**config.mk**
```make
export PLATFORM = sky130hd
export DESIGN_NAME = activeList
export DESIGN_NICKNAME = d
export VERILOG_FILES = /design/src/design/activeListPkg.sv /design/src/design/activeListIfs.sv /design/src/design/activeList.sv /design/src/design/retireUnit.sv /design/src/design/faultTracker.sv /design/src/design/entryStore.sv /design/src/design/dispatchAllocator.sv
export SDC_FILE = /design/constraint.sdc
export NUM_CORES = 1
export LEC_CHECK = 0
export BUFFER_PORTS_ARGS = -buffer_cell sky130_fd_sc_hd__buf_4
export CAP_MARGIN = 0
export CORE_MARGIN = 2
export CORE_UTILIZATION = 37
export CTS_CLUSTER_SIZE = 28
export DETAILED_ROUTE_END_ITERATION = 6
export GPL_TIMING_DRIVEN = 0
export MAX_ROUTING_LAYER = met4
export PLACE_DENSITY = 0.51
export SKIP_LAST_GASP = 1
export SYNTH_ARGS = -nofsm -noshare
export SYNTH_HDL_FRONTEND = slang
export SYNTH_HIERARCHICAL = 1
export SYNTH_SLANG_ARGS = --single-unit
```
**constraint.sdc**
```tcl
create_clock -name clk -period 10.5 [get_ports clk]
set_clock_uncertainty 0.15 [all_clocks]
set_input_delay 1.05 -clock clk [delete_from_list [all_inputs] [get_ports clk]]
set_output_delay 1.05 -clock clk [all_outputs]
set_load 0.03 [all_outputs]
```
**src/design/activeListPkg.sv**
```systemverilog
//--------------------------------------------------------------------
// Active list package
// Sizes, the writeback outcome type and the writeback payload union
// shared by every block of the reorder buffer
//--------------------------------------------------------------------

package activeListPkg;

    // Entry count and index widths
    localparam int ENTRY_NUM   = 16;
    localparam int PTR_WIDTH   = 4;
    localparam int COUNT_WIDTH = 5;

    localparam int PC_WIDTH = 16;

    // Where a memory fault sends the front end
    localparam logic [PC_WIDTH-1:0] HANDLER_PC = 16'h0100;

    // Result of execution for one entry
    typedef enum logic [1:0] {
        SUCCESS  = 2'd0,
        REDIRECT = 2'd1,
        FAULT    = 2'd2
    } execOutcome_e;

    // Fault view of the payload word
    typedef struct packed {
        logic [3:0]  cause;
        logic [11:0] dataAddr;
    } faultInfo_t;

    // One payload word, read by outcome
    typedef union packed {
        logic [PC_WIDTH-1:0] target;
        faultInfo_t          fault;
    } wbPayload_u;

endpackage
```
**src/design/activeListIfs.sv**
```systemverilog
//--------------------------------------------------------------------
// Active list internal interfaces
// Allocation, retire and fault channels between the list blocks
//--------------------------------------------------------------------

`timescale 1ns/10ps

// Push of a new entry at the tail
interface allocIf import activeListPkg::*; ();
    logic                 push;
    logic [PTR_WIDTH-1:0] pushPtr;
    logic [PC_WIDTH-1:0]  pushPc;

    modport source (output push, pushPtr, pushPc);
    modport sink   (input  push, pushPtr, pushPc);
endinterface

// Head state and commit events
// flush is high while the head carries the recorded outcome,
// so a flush retire is pop and flush together
interface retireIf import activeListPkg::*; ();
    logic                 pop;
    logic                 flush;
    logic [PTR_WIDTH-1:0] headPtr;
    logic [PC_WIDTH-1:0]  headPc;
    logic                 headDone;

    modport driver  (output headPtr, pop, flush, input headPc, headDone);
    modport store   (input headPtr, pop, flush, output headPc, headDone);
    modport monitor (input headPtr, pop, flush);
endinterface

// Oldest outcome that needs recovery
interface faultIf import activeListPkg::*; ();
    logic                 faultValid;
    logic [PTR_WIDTH-1:0] faultPtr;
    execOutcome_e         faultOutcome;
    wbPayload_u           faultPayload;

    modport source (output faultValid, faultPtr, faultOutcome, faultPayload);
    modport sink   (input  faultValid, faultPtr, faultOutcome, faultPayload);
endinterface

```
**src/design/activeList.sv**
```systemverilog
//--------------------------------------------------------------------
// Active list top level
// 16-entry in-order reorder buffer with dispatch, writeback,
// commit and flush on the oldest recovery outcome
//--------------------------------------------------------------------

`timescale 1ns/10ps

module activeList import activeListPkg::*; (
    input  logic                 clk,
    input  logic                 rst,
    // Dispatch
    input  logic                 inValid,
    input  logic [PC_WIDTH-1:0]  inPc,
    output logic                 inReady,
    output logic [PTR_WIDTH-1:0] inTag,
    // Writeback
    input  logic                 wbValid,
    input  logic [PTR_WIDTH-1:0] wbTag,
    input  execOutcome_e         wbOutcome,
    input  wbPayload_u           wbPayload,
    // Commit
    output logic                 cmtValid,
    input  logic                 cmtReady,
    output logic [PC_WIDTH-1:0]  cmtPc,
    output logic                 cmtFlush,
    output logic [PC_WIDTH-1:0]  cmtRedirectPc
);

    allocIf  allocBus ();
    retireIf retireBus ();
    faultIf  faultBus ();

    dispatchAllocator allocator (
        .clk(clk), .rst(rst),
        .inValid(inValid), .inPc(inPc), .inReady(inReady), .inTag(inTag),
        .alloc(allocBus.source), .retire(retireBus.monitor)
    );

    entryStore store (
        .clk(clk), .rst(rst),
        .alloc(allocBus.sink), .retire(retireBus.store),
        .wbValid(wbValid), .wbTag(wbTag)
    );

    faultTracker tracker (
        .clk(clk), .rst(rst),
        .wbValid(wbValid), .wbTag(wbTag), .wbOutcome(wbOutcome), .wbPayload(wbPayload),
        .retire(retireBus.monitor), .fault(faultBus.source)
    );

    retireUnit retirer (
        .clk(clk), .rst(rst),
        .cmtValid(cmtValid), .cmtReady(cmtReady), .cmtPc(cmtPc),
        .cmtFlush(cmtFlush), .cmtRedirectPc(cmtRedirectPc),
        .retire(retireBus.driver), .fault(faultBus.sink)
    );

endmodule

```
**src/design/retireUnit.sv**
```systemverilog
//--------------------------------------------------------------------
// Retire unit
// Head pointer, in-order commit handshake and flush with the
// redirect target of the recorded outcome
//--------------------------------------------------------------------

`timescale 1ns/10ps

module retireUnit import activeListPkg::*; (
    input  logic                clk,
    input  logic                rst,
    output logic                cmtValid,
    input  logic                cmtReady,
    output logic [PC_WIDTH-1:0] cmtPc,
    output logic                cmtFlush,
    output logic [PC_WIDTH-1:0] cmtRedirectPc,
    retireIf.driver             retire,
    faultIf.sink                fault
);

    logic [PTR_WIDTH-1:0] headPtr;

    // headDone is only set for live entries, so it also covers empty
    assign cmtValid = retire.headDone;
    assign cmtPc    = retire.headPc;

    // Head is the op that recorded the recovery outcome
    assign cmtFlush = cmtValid && fault.faultValid && (fault.faultPtr == headPtr);

    // Payload word decoded by outcome
    always_comb begin
        case (fault.faultOutcome)
            REDIRECT: cmtRedirectPc = fault.faultPayload.target;
            FAULT:    cmtRedirectPc = HANDLER_PC;
            default:  cmtRedirectPc = HANDLER_PC;
        endcase
    end

    assign retire.headPtr = headPtr;
    assign retire.pop     = cmtValid && cmtReady;
    assign retire.flush   = cmtFlush;

    always_ff @(posedge clk) begin
        if (rst) begin
            headPtr <= '0;
        end else if (retire.pop) begin
            headPtr <= headPtr + PTR_WIDTH'(1);
        end
    end

endmodule

```
**src/design/faultTracker.sv**
```systemverilog
//--------------------------------------------------------------------
// Fault tracker
// Keeps the oldest writeback outcome that needs recovery, ordered
// by age relative to the head of the list
//--------------------------------------------------------------------

`timescale 1ns/10ps

module faultTracker import activeListPkg::*; (
    input  logic                 clk,
    input  logic                 rst,
    input  logic                 wbValid,
    input  logic [PTR_WIDTH-1:0] wbTag,
    input  execOutcome_e         wbOutcome,
    input  wbPayload_u           wbPayload,
    retireIf.monitor             retire,
    faultIf.source               fault
);

    logic                 recValid;
    logic [PTR_WIDTH-1:0] recPtr;
    execOutcome_e         recOutcome;
    wbPayload_u           recPayload;

    logic [PTR_WIDTH-1:0] wbAge;
    logic [PTR_WIDTH-1:0] recAge;
    logic                 record;

    // Age is the distance from the head, wrapping mod 16
    assign wbAge  = wbTag - retire.headPtr;
    assign recAge = recPtr - retire.headPtr;

    // Take the new outcome if nothing is held or it is older
    assign record = wbValid && (wbOutcome != SUCCESS) &&
                    (!recValid || (wbAge < recAge));

    always_ff @(posedge clk) begin
        if (rst) begin
            recValid <= 1'b0;
        end else if (retire.pop && retire.flush) begin
            recValid <= 1'b0;
        end else if (record) begin
            recValid <= 1'b1;
        end
    end

    // Payload side, qualified by recValid
    always_ff @(posedge clk) begin
        if (record) begin
            recPtr     <= wbTag;
            recOutcome <= wbOutcome;
            recPayload <= wbPayload;
        end
    end

    assign fault.faultValid   = recValid;
    assign fault.faultPtr     = recPtr;
    assign fault.faultOutcome = recOutcome;
    assign fault.faultPayload = recPayload;

endmodule

```
**src/design/entryStore.sv**
```systemverilog
//--------------------------------------------------------------------
// Entry store
// PC RAM and per-entry done bits, with a combinational read of
// the head entry
//--------------------------------------------------------------------

`timescale 1ns/10ps

module entryStore import activeListPkg::*; (
    input  logic                 clk,
    input  logic                 rst,
    allocIf.sink                 alloc,
    retireIf.store               retire,
    input  logic                 wbValid,
    input  logic [PTR_WIDTH-1:0] wbTag
);

    logic [PC_WIDTH-1:0]  pcRam [ENTRY_NUM];
    logic [ENTRY_NUM-1:0] doneBits;

    always_ff @(posedge clk) begin
        if (alloc.push) begin
            pcRam[alloc.pushPtr] <= alloc.pushPc;
        end
    end

    // A retired entry drops its done bit, so a set bit at the
    // head always means a live, finished op
    always_ff @(posedge clk) begin
        if (rst) begin
            doneBits <= '0;
        end else if (retire.pop && retire.flush) begin
            doneBits <= '0;
        end else begin
            if (retire.pop) begin
                doneBits[retire.headPtr] <= 1'b0;
            end
            if (alloc.push) begin
                doneBits[alloc.pushPtr] <= 1'b0;
            end
            if (wbValid) begin
                doneBits[wbTag] <= 1'b1;
            end
        end
    end

    // Head read
    assign retire.headPc   = pcRam[retire.headPtr];
    assign retire.headDone = doneBits[retire.headPtr];

endmodule

```
**src/design/dispatchAllocator.sv**
```systemverilog
//--------------------------------------------------------------------
// Dispatch allocator
// Owns the tail pointer and the occupancy count and accepts
// single-lane dispatch into the active list
//--------------------------------------------------------------------

`timescale 1ns/10ps

module dispatchAllocator import activeListPkg::*; (
    input  logic                 clk,
    input  logic                 rst,
    input  logic                 inValid,
    input  logic [PC_WIDTH-1:0]  inPc,
    output logic                 inReady,
    output logic [PTR_WIDTH-1:0] inTag,
    allocIf.source               alloc,
    retireIf.monitor             retire
);

    logic [PTR_WIDTH-1:0]   tailPtr;
    logic [COUNT_WIDTH-1:0] count;
    logic                   full;

    assign full = (count == COUNT_WIDTH'(ENTRY_NUM));

    // Hold off dispatch while the head is about to flush the list
    assign inReady = !full && !retire.flush;
    assign inTag   = tailPtr;

    assign alloc.push    = inValid && inReady;
    assign alloc.pushPtr = tailPtr;
    assign alloc.pushPc  = inPc;

    always_ff @(posedge clk) begin
        if (rst) begin
            tailPtr <= '0;
            count   <= '0;
        end else if (retire.pop && retire.flush) begin
            // List empties, tail follows the advancing head
            tailPtr <= retire.headPtr + PTR_WIDTH'(1);
            count   <= '0;
        end else begin
            if (alloc.push) begin
                tailPtr <= tailPtr + PTR_WIDTH'(1);
            end
            count <= count + COUNT_WIDTH'(alloc.push) - COUNT_WIDTH'(retire.pop);
        end
    end

endmodule

```
==> results.json, run 1 <==
{
  "worst_pin_slew_ps": 943,
  "ys_ff_latch": 308,
  "pwr_density_cell_nw_per_um2": 186,
  "areaGrowthSynthToFinish_pct": 19.8,
  "drc": 0,
  "syn_inst": 727,
  "cp-end-kind": "register",
  "postCtsSetupBuffers": 0,
  "avgViaCountPerCell": 5.25,
  "wl_mm": 30.6,
  "hold_path.class": "reg2reg",
  "ant_nets": 0,
  "cts.sinks": 308,
  "drt_first_pass_iters": 5,
  "clk_latency_ps": 500,
  "dieHeight_um": 190,
  "startpoint_type": "register",
  "grt_usage_pct": 17.6,
  "cts.reportedPaths.clkPinSlew_ps": 60,
  "grt_setup_unrepaired": "false",
  "final_cell_area_sq_um": 15400,
  "gp_congestion": 0.799,
  "routedWlPerCell_um": 23.1,
  "drt-initial-drc-count": 581,
  "fmax_mhz": 184,
  "clockRootBuffer": "clkbuf_16",
  "synth_nets": 790,
  "layout.cells.most_common": "edfxtp_1",
  "core_area_sq_um": 34400,
  "status": "complete, no violations",
  "fillCellCount": 3041,
  "netlist-cell-type-count": 52,
  "power.leakage_nw": 5.11,
  "ios": 82,
  "grt_overflow": 0,
  "start_util_pct": 37.4,
  "maxSlewViolCount": 0,
  "hpwl_mm": 21.2,
  "r2r_cells": 14,
  "synth_top_area_cell": "edfxtp_1",
  "antenna_cells": 0,
  "placed_area_sq_um": 14300,
  "drive_gt1_share_pct": 30.5,
  "grt_max_degree": 19,
  "dieArea_sq_um": 36200,
  "synth_area_sq_um": 12800,
  "numCtsBuffers": 34,
  "setup_tns_ps": 0,
  "synth_top_cell_area_share_pct": 65.0,
  "synth-seq-area-share_pct": 69.6,
  "placement.io_buffers": 65,
  "layout_min_cycle_time_ps": 5440,
  "yosys-top-cells-area": "edfxtp_1, mux4_2, dfxtp_1",
  "final_cell_mix": "edfxtp_1, buf_4, mux4_2, nand2_1, clkbuf_16",
  "hold_buffers": 0,
  "chipWidth_um": 190,
  "worstPathRequired_ps": 10560,
  "grt_pass1_vias": 7253,
  "maxCapViolations": 0,
  "cts_max_level": 2,
  "rows": 68,
  "crit_type": "reg2reg",
  "synth_warnings": 6,
  "antenna_found_initial": 0,
  "synthArstFlopShare_pct": 0,
  "cts-resized-gates": 0,
  "grt_pass1_wl_mm": 45.6,
  "maxSlewHeadroom_pct": 37.2,
  "syn_avg_cell_area_sq_um": 17.7,
  "clockBufferDepth": 3,
  "nets": 908,
  "fin_crit_sh_pct": 51.8,
  "synth-edff-count": 278,
  "setup_viol": 0,
  "vias": 6954,
  "crit_fanout": 10,
  "peakVddDrop_mv": 0.142,
  "synthFlopType": "edfxtp_1",
  "cts_tree": "yes",
  "min_path_cells": 2,
  "rrSetupSlack_ps": 5060,
  "cp.arrival_ps": 5500,
  "final_hold_viol_count": 0
}
-- logic make-up (layout without fill, tap and decap cells) --
logic type	Yosys count	after routing	share of synthesized area (%)
flops	308	308	69.6
simple gates	130	130	5.40
compound gates	91	91	5.02
buf+inv	91	233	4.24
mux	71	71	12.5
fa+ha+maj	20	20	2.12
xor+xnor	16	16	1.09
-- final cells by class --
| type | instances | area, sq um | share of cell area, % |
|---|---|---|---|
| Clock buffer | 41 | 898 | 5.84 |
| Sequential cell | 308 | 8950 | 58.2 |
| Inverter | 22 | 82.6 | 0.537 |
| Buffer | 69 | 462 | 3.00 |
| Tap cell | 455 | 569 | 3.70 |
| Clock inverter | 19 | 171 | 1.11 |
| Timing Repair Buffer | 82 | 856 | 5.56 |
| Multi-Input combinational cell | 328 | 3400 | 22.1 |
-- layer usage --
metal  track usage (%)  vias to the layer above  wire length [um]
met5                 -                        -                 0
met1              23.0                     3602             13100
met4              4.38                        0               508
li1                  -                     3090                 -
met3              2.65                       37              1840
met2              29.2                      225             15100
-- report_power, final --
group | internal (W) | switching [W]
clock | 0.000684 | 0.000466
combinational | 0.000131 | 0.000179
sequential | 0.00139 | 0.0000171
-- cell usage after synthesis, drive strengths merged (3+ instances only) --
cell	n
a21oi	24
a22oi	34
and2	16
buf	50
clkbuf	19
dfxtp	30
edfxtp	278
fa	3
ha	17
inv	22
mux4	68
nand2	36
nand2b	8
nand3	12
nand3b	5
nor2	27
nor2b	9
nor3	3
nor3b	4
o21ai	5
o221ai	17
or3b	3
xnor2	14
-- critical path, cell delays in order, from the launching register on --
cell	delay, ps
dfxtp_1	620
buf_2	330
clkbuf_1	690
mux4_2	440
a22oi_1	190
nand2_1	250
o2111ai_1	150
nor3_1	100
buf_4	170
nand2b_2	220
nor2_1	360
or3b_1	390
clkbuf_1	240
nor2_2	600
buf_8	240
-- registers in the layout (all words and copies together), names as in the netlist --
| name | cells |
|---|---|
| store/pcRam | 256 |
| store/doneBits | 16 |
| tracker/fault.faultPtr | 4 |
| tracker/fault.faultValid | 1 |
| allocator/count | 5 |
| retirer/retire.headPtr | 4 |
| tracker/fault.faultPayload | 16 |
| allocator/alloc.pushPtr | 4 |
| tracker/fault.faultOutcome | 2 |
-- per-stage QoR --
| stage | worst slack [ps] | utilization (%) | hold WS, ps | total power (W) | instances |
|---|---|---|---|---|---|
| finish | 5060 | 44.8 | 337 | 0.00286 | 1324 |
| global route | 4670 | 44.8 | 351 | 0.00297 | 1324 |
| CTS | 5060 | 44.8 | 338 | 0.00290 | 1324 |
| detailed placement | 5080 | 41.7 | 330 | 0.00174 | 1264 |
| global placement | 4360 | 40.5 | 319 | 0.00172 | 1247 |
| floorplan | 6070 | - | 302 | 0.00163 | 727 |
-- worst paths after layout --
path	from	to
setup / recovery	retirer/retire.headPtr[1]	store/pcRam[2][12]
setup reg to reg	retirer/retire.headPtr[1]	store/pcRam[2][12]
hold / removal	store/doneBits[5]	store/doneBits[5]
hold reg to reg	store/doneBits[5]	store/doneBits[5]
Note: power is estimated with default switching activity, not from simulation.
==> inputs of run 2 (changes only) <==
==> constraint.sdc (replaced) <==
create_clock -name clk -period 5.5 [get_ports clk]
set_clock_uncertainty 0.15 [all_clocks]
set_input_delay 0.55 -clock clk [delete_from_list [all_inputs] [get_ports clk]]
set_output_delay 0.55 -clock clk [all_outputs]
set_load 0.03 [all_outputs]
==> run 2 against run 1 <==
  * Setup slack got worse by 4600 ps
  * Total power grew 91%
  * Worst hold slack lost 260 ps
  * Final cell count did not move
  * Core utilization is 0.073 points higher
  * Clock-buffer cell count did not move
  * First-iteration DRC count up 0.52%
  * Highest routed layer unchanged
  * Sequential cell count stayed put
==> results.json, run 2 (synthesis gave the netlist of run 1 again) <==
{
  "critPathTopFamily": "simple AND/OR/NAND/NOR gates",
  "antenna_found_initial": 0,
  "cts_max_level": 2,
  "hpwl_mm": 21.2,
  "chipWidth_um": 190,
  "r2r_end": "store/pcRam[14][14]",
  "maxSlewHeadroom_pct": 39.0,
  "largest-register": "store/pcRam",
  "core_area_sq_um": 34400,
  "numCtsBuffers": 34,
  "gp_congestion": 0.799,
  "grt_pass1_wl_mm": 45.6,
  "power.leakage_nw": 5.12,
  "dieHeight_um": 190,
  "finalNonFillerCells": 1324,
  "dieArea_sq_um": 36200,
  "cpMaxStageDelayCell": "nor2_2",
  "cts.sinks": 308,
  "ant_nets": 0,
  "cp.arrival_ps": 5090,
  "cp-end-kind": "register",
  "p_switching_w": 0.00126,
  "antenna_cells": 0,
  "fin_crit_sh_pct": 91.4,
  "dr.max_layer_used": "met4",
  "crit_fanout": 10,
  "grt_setup_unrepaired": "false",
  "drt_first_pass_iters": 5,
  "hold_path.class": "in2reg",
  "power.share.clock_pct": 40.1,
  "wirelength_met1_mm": 13.3,
  "r2r_start": "retirer/retire.headPtr[1]",
  "avgViaCountPerCell": 5.24,
  "vias": 6933,
  "setup_tns_ps": 0,
  "nets": 908,
  "netSwitchingFraction_pct": 23.1,
  "worst_pin_slew_ps": 915,
  "layout.cells.most_common": "edfxtp_1",
  "rrSetupSlack_ps": 470,
  "grt_overflow": 0,
  "cts_tree": "yes",
  "drc": 0,
  "crit_type": "reg2reg",
  "routedWlPerCell_um": 23.1,
  "fillCellCount": 3036,
  "final_cell_mix": "edfxtp_1, buf_4, mux4_2, nand2_1, clkbuf_16",
  "min_from": "wbPayload[7]",
  "peakVddDrop_mv": 0.271,
  "grt_max_degree": 19,
  "grt_pass1_vias": 7253,
  "rows": 68,
  "fmax_mhz": 199,
  "startpoint_type": "register",
  "cp_cell_sequence": "buf_2 > clkbuf_2 > mux4_2 > a22oi_1 > nand2_1 > o2111ai_1 > nor3_1 > buf_4 > nand2b_2 > nor2_1 > nand3_1 > nor2_2 > buf_16",
  "final_cell_area_sq_um": 15400,
  "status": "complete, no violations",
  "path_buf_inv": 4,
  "worstPathRequired_ps": 5560,
  "p_comb_share_pct": 10.9,
  "grt_usage_pct": 17.6,
  "drt-initial-drc-count": 584,
  "areaGrowthSynthToFinish_pct": 20.0,
  "r2r_cells": 13,
  "placed_area_sq_um": 14300,
  "clockBufferDepth": 3,
  "layout_min_cycle_time_ps": 5030,
  "wl_met2_mm": 15.1,
  "wl_mm": 30.6,
  "cts.reportedPaths.clkPinSlew_ps": 60,
  "setup_viol": 0,
  "maxCapViolations": 0,
  "final_util_pct": 44.8,
  "largest_register_ffs": 256,
  "drive_gt1_share_pct": 31.0,
  "wl_met3_mm": 1.70,
  "totalPowerFinal_w": 0.00547,
  "placement.io_buffers": 65,
  "cpPeakStageDelay_ps": 720,
  "ios": 82,
  "p_seq_share_pct": 49.0,
  "final_hold_viol_count": 0,
  "pwr_density_cell_nw_per_um2": 355,
  "min_path_cells": 1,
  "hold_end": "tracker/fault.faultPayload[7]",
  "clockRootBuffer": "clkbuf_16",
  "maxSlewViolCount": 0,
  "clk_latency_ps": 500,
  "start_util_pct": 37.4,
  "p_int_w": 0.00420,
  "dp.cells": 1264
}
[run 2: layer usage]
layer  GRT usage, %  vias to the layer above
li1               -                     3091
met1           23.0                     3591
met2           29.2                      212
met3           2.65                       39
met4           4.38                        0
met5              -                        -
[run 2: how the worst max path moves through the flow]
stage | start | endpoint | slack [ps] | cells after the start
floorplan | retirer/retire.headPtr[0] | store/pcRam[0][0] | 1070 | 13
global placement | retirer/retire.headPtr[1] | store/pcRam[2][3] | -640 | 13
detailed placement | retirer/retire.headPtr[1] | store/pcRam[0][3] | 80 | 14
CTS | retirer/retire.headPtr[1] | store/pcRam[0][5] | 60 | 14
global route | retirer/retire.headPtr[1] | store/pcRam[14][4] | 120 | 13
finish | retirer/retire.headPtr[1] | store/pcRam[14][14] | 470 | 13
[run 2: through the flow]
step,hold slack (ps),worst slack [ps]
4_1_cts,47.1,57.0
5_1_grt,39.8,119
3_3_place_gp,319,-635
3_5_place_dp,330,77.0
6_report,74.4,472
2_1_floorplan,302,1070
[run 2: repair_timing]
action	CTS	global route
setup endpoints to repair	0	215
hold buffers	0	0
endpoints found under the hold margin	0	0
resized for setup	0	14
buffers inserted	0	0
[run 2: final cells by class]
type                            count  area (sq um)  area share, %
Timing Repair Buffer               82           856           5.55
Clock buffer                       41           898           5.83
Buffer                             69           467           3.03
Multi-Input combinational cell    328          3420           22.2
Sequential cell                   308          8950           58.1
Clock inverter                     19           171           1.11
Inverter                           22          82.6          0.536
Tap cell                          455           569           3.69
[run 2: power by group through the flow]
stage | registers [W] | clock network, W | logic, W
2_1_floorplan | 0.00272 | 0 | 0.000389
3_3_place_gp | 0.00273 | 0 | 0.000549
3_5_place_dp | 0.00273 | 0 | 0.000597
4_1_cts | 0.00268 | 0.00225 | 0.000600
5_1_grt | 0.00269 | 0.00234 | 0.000651
6_report | 0.00268 | 0.00219 | 0.000598
